File: src/source/sha256_pkg.sv
package sha256_pkg;

	typedef logic [31:0] word_t;

	// Working variables of one compression, a in the top word.
	typedef struct packed {
		word_t a;
		word_t b;
		word_t c;
		word_t d;
		word_t e;
		word_t f;
		word_t g;
		word_t h;
	} hash_state_t;

	// Position 0 holds the word for the current round, 1 to 15 the history.
	typedef logic [15:0][31:0] schedule_t;

	localparam word_t PAD_WORD = 32'h8000_0000; // Single set bit after the message.

	localparam word_t K_TABLE [64] = '{
		32'h428a2f98, 32'h71374491, 32'hb5c0fbcf, 32'he9b5dba5,
		32'h3956c25b, 32'h59f111f1, 32'h923f82a4, 32'hab1c5ed5,
		32'hd807aa98, 32'h12835b01, 32'h243185be, 32'h550c7dc3,
		32'h72be5d74, 32'h80deb1fe, 32'h9bdc06a7, 32'hc19bf174,
		32'he49b69c1, 32'hefbe4786, 32'h0fc19dc6, 32'h240ca1cc,
		32'h2de92c6f, 32'h4a7484aa, 32'h5cb0a9dc, 32'h76f988da,
		32'h983e5152, 32'ha831c66d, 32'hb00327c8, 32'hbf597fc7,
		32'hc6e00bf3, 32'hd5a79147, 32'h06ca6351, 32'h14292967,
		32'h27b70a85, 32'h2e1b2138, 32'h4d2c6dfc, 32'h53380d13,
		32'h650a7354, 32'h766a0abb, 32'h81c2c92e, 32'h92722c85,
		32'ha2bfe8a1, 32'ha81a664b, 32'hc24b8b70, 32'hc76c51a3,
		32'hd192e819, 32'hd6990624, 32'hf40e3585, 32'h106aa070,
		32'h19a4c116, 32'h1e376c08, 32'h2748774c, 32'h34b0bcb5,
		32'h391c0cb3, 32'h4ed8aa4a, 32'h5b9cca4f, 32'h682e6ff3,
		32'h748f82ee, 32'h78a5636f, 32'h84c87814, 32'h8cc70208,
		32'h90befffa, 32'ha4506ceb, 32'hbef9a3f7, 32'hc67178f2
	};

	function automatic word_t round_k(input int unsigned index);
		return K_TABLE[index];
	endfunction

	// Length field of the last block, for a message of msg_bits bits.
	function automatic word_t LEN_WORD(input int unsigned msg_bits);
		return word_t'(msg_bits);
	endfunction

	function automatic hash_state_t init_state();
		return '{32'h6a09e667, 32'hbb67ae85, 32'h3c6ef372, 32'ha54ff53a,
			32'h510e527f, 32'h9b05688c, 32'h1f83d9ab, 32'h5be0cd19};
	endfunction

	function automatic word_t rotr(input word_t x, input int unsigned n);
		return (x >> n) | (x << (32 - n));
	endfunction

	function automatic word_t big_sigma0(input word_t x);
		return rotr(x, 2) ^ rotr(x, 13) ^ rotr(x, 22);
	endfunction

	function automatic word_t big_sigma1(input word_t x);
		return rotr(x, 6) ^ rotr(x, 11) ^ rotr(x, 25);
	endfunction

	function automatic word_t small_sigma0(input word_t x);
		return rotr(x, 7) ^ rotr(x, 18) ^ (x >> 3);
	endfunction

	function automatic word_t small_sigma1(input word_t x);
		return rotr(x, 17) ^ rotr(x, 19) ^ (x >> 10);
	endfunction

	function automatic word_t choose(input word_t e, input word_t f, input word_t g);
		return (e & f) ^ (~e & g);
	endfunction

	function automatic word_t majority(input word_t a, input word_t b, input word_t c);
		return (a & b) ^ (a & c) ^ (b & c);
	endfunction

	function automatic hash_state_t add_state(input hash_state_t x, input hash_state_t y);
		return '{x.a + y.a, x.b + y.b, x.c + y.c, x.d + y.d,
			x.e + y.e, x.f + y.f, x.g + y.g, x.h + y.h};
	endfunction

	// One compression round with message word w and round constant k.
	function automatic hash_state_t sha_round(input hash_state_t s, input word_t w,
		input word_t k);
		word_t t1;
		word_t t2;
		hash_state_t r;
		t1 = s.h + big_sigma1(s.e) + choose(s.e, s.f, s.g) + k + w;
		t2 = big_sigma0(s.a) + majority(s.a, s.b, s.c);
		r.a = t1 + t2;
		r.b = s.a;
		r.c = s.b;
		r.d = s.c;
		r.e = s.d + t1;
		r.f = s.e;
		r.g = s.f;
		r.h = s.g;
		return r;
	endfunction

endpackage

File: src/source/miner_pkg.sv
package miner_pkg;

	typedef logic [31:0] nonce_t;

	// One mining job as the host hands it over.
	typedef struct packed {
		sha256_pkg::hash_state_t midstate; // State after the first 64-byte chunk.
		sha256_pkg::word_t merkle_tail;
		sha256_pkg::word_t timestamp;
		sha256_pkg::word_t bits;
	} job_t;

	// Sweeper states. IDLE is only seen after reset, DONE after a finished sweep.
	typedef enum logic [1:0] {
		SWEEP_IDLE,
		SWEEP_RUN,
		SWEEP_DONE
	} sweep_state_t;

endpackage

File: src/source/share_detector.sv
`timescale 1ns/1ps

module share_detector #(
	parameter int NONCE_BITS = 32,
	parameter int ZERO_BITS = 32
) (
	input logic clk,
	input logic arst_n_i,
	input logic valid_i,
	input logic newblock_i,
	input sha256_pkg::hash_state_t digest_i,
	output logic valid_o,
	output logic newblock_o,
	output logic hit_o,
	output miner_pkg::nonce_t nonce_o,
	output sha256_pkg::hash_state_t hash_o
);

	miner_pkg::nonce_t cnt_q; // Nonce expected for the next result.
	miner_pkg::nonce_t cur_nonce;
	logic hit;

	// Results leave the core in issue order, so counting recovers the nonce.
	assign cur_nonce = newblock_i ? '0 : cnt_q;
	assign hit = (digest_i.h[31 -: ZERO_BITS] == '0);

	always_ff @(posedge clk or negedge arst_n_i) begin
		if (!arst_n_i) begin
			cnt_q <= '0;
			valid_o <= 1'b0;
			newblock_o <= 1'b0;
			hit_o <= 1'b0;
		end else begin
			if (valid_i)
				cnt_q <= cur_nonce + 1'b1;
			valid_o <= valid_i;
			newblock_o <= valid_i & newblock_i;
			hit_o <= valid_i & hit;
		end
	end

	always_ff @(posedge clk) begin
		nonce_o <= cur_nonce;
		hash_o <= digest_i;
	end

	a_nonce_range: assert property (@(posedge clk) disable iff (!arst_n_i)
		valid_i |-> (64'(cur_nonce) < (64'd1 << NONCE_BITS)));

endmodule

File: config.mk
export PLATFORM = sky130hd
export DESIGN_NAME = share_detector
export DESIGN_NICKNAME = d
export VERILOG_FILES = /design/src/source/sha256_pkg.sv /design/src/source/miner_pkg.sv /design/src/source/share_detector.sv
export SDC_FILE = /design/constraint.sdc
export NUM_CORES = 1
export LEC_CHECK = 0
export ABC_AREA = 1
export BUFFER_PORTS_ARGS = -buffer_cell sky130_fd_sc_hd__buf_2
export CORE_AREA = 10 10 207 209
export CTS_CLUSTER_DIAMETER = 150
export CTS_CLUSTER_SIZE = 20
export DETAILED_ROUTE_END_ITERATION = 6
export DIE_AREA = 0 0 217 219
export REMOVE_ABC_BUFFERS = 1
export SETUP_SLACK_MARGIN = 0.1
export SLEW_MARGIN = 40
export SYNTH_ARGS = -nofsm -noshare
export SYNTH_HDL_FRONTEND = slang
export SYNTH_SLANG_ARGS = --single-unit
File: constraint.sdc
create_clock -name clk -period 3.5 [get_ports clk]
set_input_delay 0 -clock clk [delete_from_list [all_inputs] [get_ports clk]]
set_output_delay 0 -clock clk [all_outputs]
set_load 0.005 [all_outputs]
# Word level (Yosys, flattened, before mapping)
# Index checks and enable logic that the tools add are counted.
totals:
  regBits: 323
op_classes:
  bitwise_logic: 2
  mux: 1
  reduce_logical: 1
  add_sub_neg: 1
ops:
  columns: ["op", "n"]
  rows:
  - ["adder 32 x 1 -> 32 bit, second input constant", 1]
  - ["zero test 32 bit", 1]
  - ["2-to-1 mux 32 bit", 1]
  - ["AND 1 bit", 2]

# Longest topological paths before layout
depth:
  word_depth: 2
  mapped_depth: 12

# Worst setup path after synthesis
# No wires, ideal clock.
synth_timing:
  path_kind: "flip-flop to flip-flop"
  from: "reg cnt_q[0]"
  to: "reg cnt_q[22]"
  slack_ps: 1898
  arrival_ps: 1484
  t_required_ps: 3382
  setup_time_ps: 118
  path_stages_with_launch: 10
  n_path_buf: 0
  synth_period_minus_slack_ps: 1602
  path_cell_list: "dfrtp_1 > inv_1 > nor2_1 > ha_1 > nand2_1 > nor3_4 > nand3_4 > nor2_2 > xor2_1 > inv_1"
synth_between:
  elab_chain_cells: 2
synth_lines:
  columns: ["element", "line_no", "text"]
  rows:
  - ["start, declared", "share_detector.sv:19", "miner_pkg::nonce_t cnt_q;"]
  - ["start signal, assigned", "share_detector.sv:35", "cnt_q <= cur_nonce + 1'b1;"]
  - ["2-to-1 mux 32 bit", "share_detector.sv:24", "assign cur_nonce = newblock_i ? '0 : cnt_q;"]
  - ["adder 32 x 1 -> 32 bit", "share_detector.sv:35", null]
# No other way between the ends.
# A chain may end at the register's enable or synchronous reset.

# Worst setup path in the final report
layout_timing:
  from: "in newblock_i"
  to: "reg cnt_q[28]"
layout_between:
  elab_chain_cells: 2
layout_lines:
  columns: ["element", "line_no", "text"]
  rows:
  - ["start, declared", "share_detector.sv:10", "input logic newblock_i,"]
  - ["2-to-1 mux 32 bit", "share_detector.sv:24", null]
  - ["adder 32 x 1 -> 32 bit", "share_detector.sv:35", null]
# No other way between the ends.

==> run summary <==
- **result of the run** finished, final reports clean
- **achievable frequency** 0.485 GHz
- **Die X-Extent** 217 um
- **post-synthesis share of cell area spent on and, or, nand and nor gates** 13.8%
- **arrival time at the worst endpoint** 2.50 ns
- **dpl hpwl** 30,000 um
- **final weighted congestion in routability-driven placement** 0.892
- **count of max-cap constraint violations** 0
- **antenna violations before repair** 4
- **synthesized instance count** 661
- **I/O pin count** 551
- **post-synth design cell area** 8300 um2
- **largest net degree at the start of global routing** 36
- **Critical Setup Path Class** in -> reg
- **Synth Area in Adders** 0.151%
- **clock tree from TritonCTS** built
- **number of endpoints failing setup at the final stage** 0
- **Remaining DRCs** 0
- **post-synthesis xor/xnor area fraction** 1.37%
- **number of global-route vias before repair** 8,568
- **Compound-Gate Fraction of Synth Area** 0.483%
- **maximum clock insertion buffer count** 3
- **total die area** 47,500 um2
- **count of unique library cells instantiated by Yosys** 31
- **Worst Path Required** 3.93 ns
- **worst slew margin relative to its limit** 62.1%
- **capturing element type of the critical path** flop
- **Root Buffer** sky130_fd_sc_hd__clkbuf_16
- **number of slew-limit violations in the final report** 0
- **portion of netlist area occupied by mux cells** 0%
- **worst hold slack** 0.0938 ns
- **P per Cell Area** 468 nW/um2
- **delay of the slowest cell on the worst path** 0.53 ns
- **global-route wire length before repair** 57,100 um
- **min cycle time layout** 2.06 ns
- **synthesis-stage register bit count** 323
- **launching element type of the critical path** input port
- **Skew-Pair Late Insertion Delay** 0.53 ns
- **endpoints failing hold** 0
- **die extent in y** 219 um
- **layout cells sized above 1** 40.1%
- **Critical-path top delay cell** sky130_fd_sc_hd__dlygate4sd3_1
- **RSZ-0062 raised after global routing** no
- **initial core utilization** 21.5%
- **sequence of cells on the critical path** dlygate4sd3_1 > buf_2 > inv_2 > nand2_2 > nor3_4 > nand3_2 > nor2_2 > nand4_1 > nand2_1 > inv_1
- **final-stage net count** 1,746
- **cts bufs inserted** 20
- **total negative setup slack** 0 ns
- **Worst Clk Skew** 0.0219 ns
- **Antenna Violating Nets Remaining** 0
- **FF/Latch Area** 6640 um2
- **Crit Path Max Fanout** 31
- **routed via count** 7,813
- **depth of the CTS H-tree** 1
- **area of the multi-input gates** 1310 um2
- **fill cell total of the finished layout** 3,691
- **number of placement rows** 72
- **Max IR drop VDD** 387 uV
- **remaining global-route overflow** 0
- **Buffers on Ports** 550
- **main combinational cell family by area after synthesis** simple AND/OR/NAND/NOR gates
- **via density per instance** 3.89
- **core area** 38,600 um2
- **crit path buf inv count** 4
- **number of warning messages in the yosys log** 0
- **part of the cycle the worst path needs** 58.9%
- **wire length after detailed routing** 40,400 um
- **first drt pass iteration count** 5
- **First DRT Iteration DRCs** 528
- **clock-pin slew of the registers on the worst-case setup and hold paths** 0.09 ns
- **pin slew with the least headroom to its limit** 0.567 ns
- **dominant delay contributor by cell family on the critical path** buffers and inverters
- **area added between synthesis and finish** 78.6%
- **post-layout util** 38.4%
- **GRT Resource Usage Total** 15.8%
- **number of sinks driven by the clock tree** 323
- **leakage power total** 0.00732 uW
- **syn_area_per_cell** 12.6 um2
- **detail-routed net length per standard cell** 20.1 um
- **sequential fraction of the synthesis area** 80.0%
- **worst hold path class** in -> reg
- **CTS resizes** 0
layer usage:
metal	vias to the layer above	routed length, um	global-route usage [%]
met3	69	4650	7.44
li1	3672	-	-
met1	3670	14700	17.0
met4	2	1560	5.78
met5	-	11	0
met2	400	19400	26.8
layout make-up:
type | instances | share of cell area (%)
Timing Repair Buffer | 811 | 36.3
Antenna cell | 1 | 0.0169
Inverter | 73 | 1.85
Tap cell | 518 | 4.37
Multi-Input combinational cell | 256 | 8.85
Clock buffer | 26 | 3.67
Sequential cell | 323 | 44.8
Clock inverter | 1 | 0.135
cell usage after synthesis:
cell	n	share of area, %
sky130_fd_sc_hd__nor2_4	3	0.41
sky130_fd_sc_hd__nand4_1	10	0.75
sky130_fd_sc_hd__nand2_2	2	0.15
sky130_fd_sc_hd__buf_8	1	0.18
sky130_fd_sc_hd__o21ai_1	2	0.12
sky130_fd_sc_hd__inv_1	71	3.2
sky130_fd_sc_hd__inv_2	1	0.045
sky130_fd_sc_hd__xnor2_1	3	0.32
sky130_fd_sc_hd__nor2_8	1	0.24
sky130_fd_sc_hd__clkbuf_1	1	0.045
sky130_fd_sc_hd__clkinv_1	1	0.045
sky130_fd_sc_hd__buf_2	2	0.12
sky130_fd_sc_hd__buf_6	2	0.27
sky130_fd_sc_hd__nand3b_1	1	0.091
sky130_fd_sc_hd__nand3_1	29	1.7
sky130_fd_sc_hd__and2_0	1	0.075
sky130_fd_sc_hd__nor3_4	2	0.39
sky130_fd_sc_hd__nor3_1	9	0.54
sky130_fd_sc_hd__nor2_2	6	0.45
sky130_fd_sc_hd__dfrtp_1	35	11
sky130_fd_sc_hd__nand3_2	5	0.60
sky130_fd_sc_hd__nand2_1	92	4.2
sky130_fd_sc_hd__nor2_1	62	2.8
sky130_fd_sc_hd__ha_1	1	0.15
sky130_fd_sc_hd__buf_4	2	0.18
sky130_fd_sc_hd__o21ai_0	6	0.36
sky130_fd_sc_hd__dfxtp_1	288	69
sky130_fd_sc_hd__buf_1	1	0.045
sky130_fd_sc_hd__xor2_1	10	1.1
sky130_fd_sc_hd__nand3_4	4	0.84
sky130_fd_sc_hd__nor4_1	7	0.53
cell families after synthesis:
group                      after synthesis
xor gates and xnor gates                13
DFF                                    323
adders and majority gates                1
AOI/OAI and AO/OA                        8
buffers and inverters                   82
and+or+nand+nor                        234
per-stage QoR:
step           instances  setup slack (ns)  instance area, um2  total power (uW)
2_1_floorplan        652              1.90                8230              4020
3_3_place_gp        1720              1.54               11600              4400
3_5_place_dp        1720              1.45               11600              4410
4_1_cts             2008              1.48               14800              7020
5_1_grt             2008              1.23               14800              7190
6_report            2009              1.44               14800              6940
registers in the layout (all words and copies together) (netlist names):
register	cells
cnt_q	32
hash_o	256
hit_o	1
newblock_o	1
nonce_o	32
valid_o	1
cell usage in the layout, fill, tap and decap left out, types with 5 or more instances in the layout:
cell type and n:
sky130_fd_sc_hd__dfrtp_1 35, sky130_fd_sc_hd__buf_2 549, sky130_fd_sc_hd__nand3_2 5, sky130_fd_sc_hd__xor2_1 10, sky130_fd_sc_hd__clkbuf_16 21, sky130_fd_sc_hd__clkbuf_1 5, sky130_fd_sc_hd__nor4_1 7, sky130_fd_sc_hd__nand3_1 29
sky130_fd_sc_hd__nor3_1 9, sky130_fd_sc_hd__nor2_2 6, sky130_fd_sc_hd__dfxtp_1 288, sky130_fd_sc_hd__nand4_1 10, sky130_fd_sc_hd__inv_1 71, sky130_fd_sc_hd__dlygate4sd3_1 260, sky130_fd_sc_hd__nand2_1 92, sky130_fd_sc_hd__nor2_1 62
sky130_fd_sc_hd__o21ai_0 6
timing repair:
action	4_1_cts	5_1_grt
setup buffers	0	0
setup endpoints to repair	0	0
hold buffers	261	0
endpoints found under the hold margin	313	0
final timing paths:
| check | slack [ns] | end | start | cells after the start |
|---|---|---|---|---|
| setup / recovery | 1.44 | cnt_q[28]$_DFFE_PN0P_ | newblock_i | 10 |
| hold / removal | 0.09 | hash_o[134]$_DFF_P_ | digest_i[134] | 2 |
| setup reg to reg | 1.63 | cnt_q[28]$_DFFE_PN0P_ | cnt_q[1]$_DFFE_PN0P_ | 10 |
| hold reg to reg | 0.50 | cnt_q[31]$_DFFE_PN0P_ | cnt_q[31]$_DFFE_PN0P_ | 2 |
| max in group asynchronous | 2.79 | cnt_q[1]$_DFFE_PN0P_ | arst_n_i | 4 |
| min in group asynchronous | 0.49 | cnt_q[25]$_DFFE_PN0P_ | arst_n_i | 4 |
power by group:
part | internal, uW | total [uW] | switching, uW
registers | 3840 | 3890 | 50.7
logic | 403 | 688 | 285
clock network | 1100 | 2360 | 1250
total | 5350 | 6940 | 1590
No activity file was read; power rests on OpenSTA's default activity.
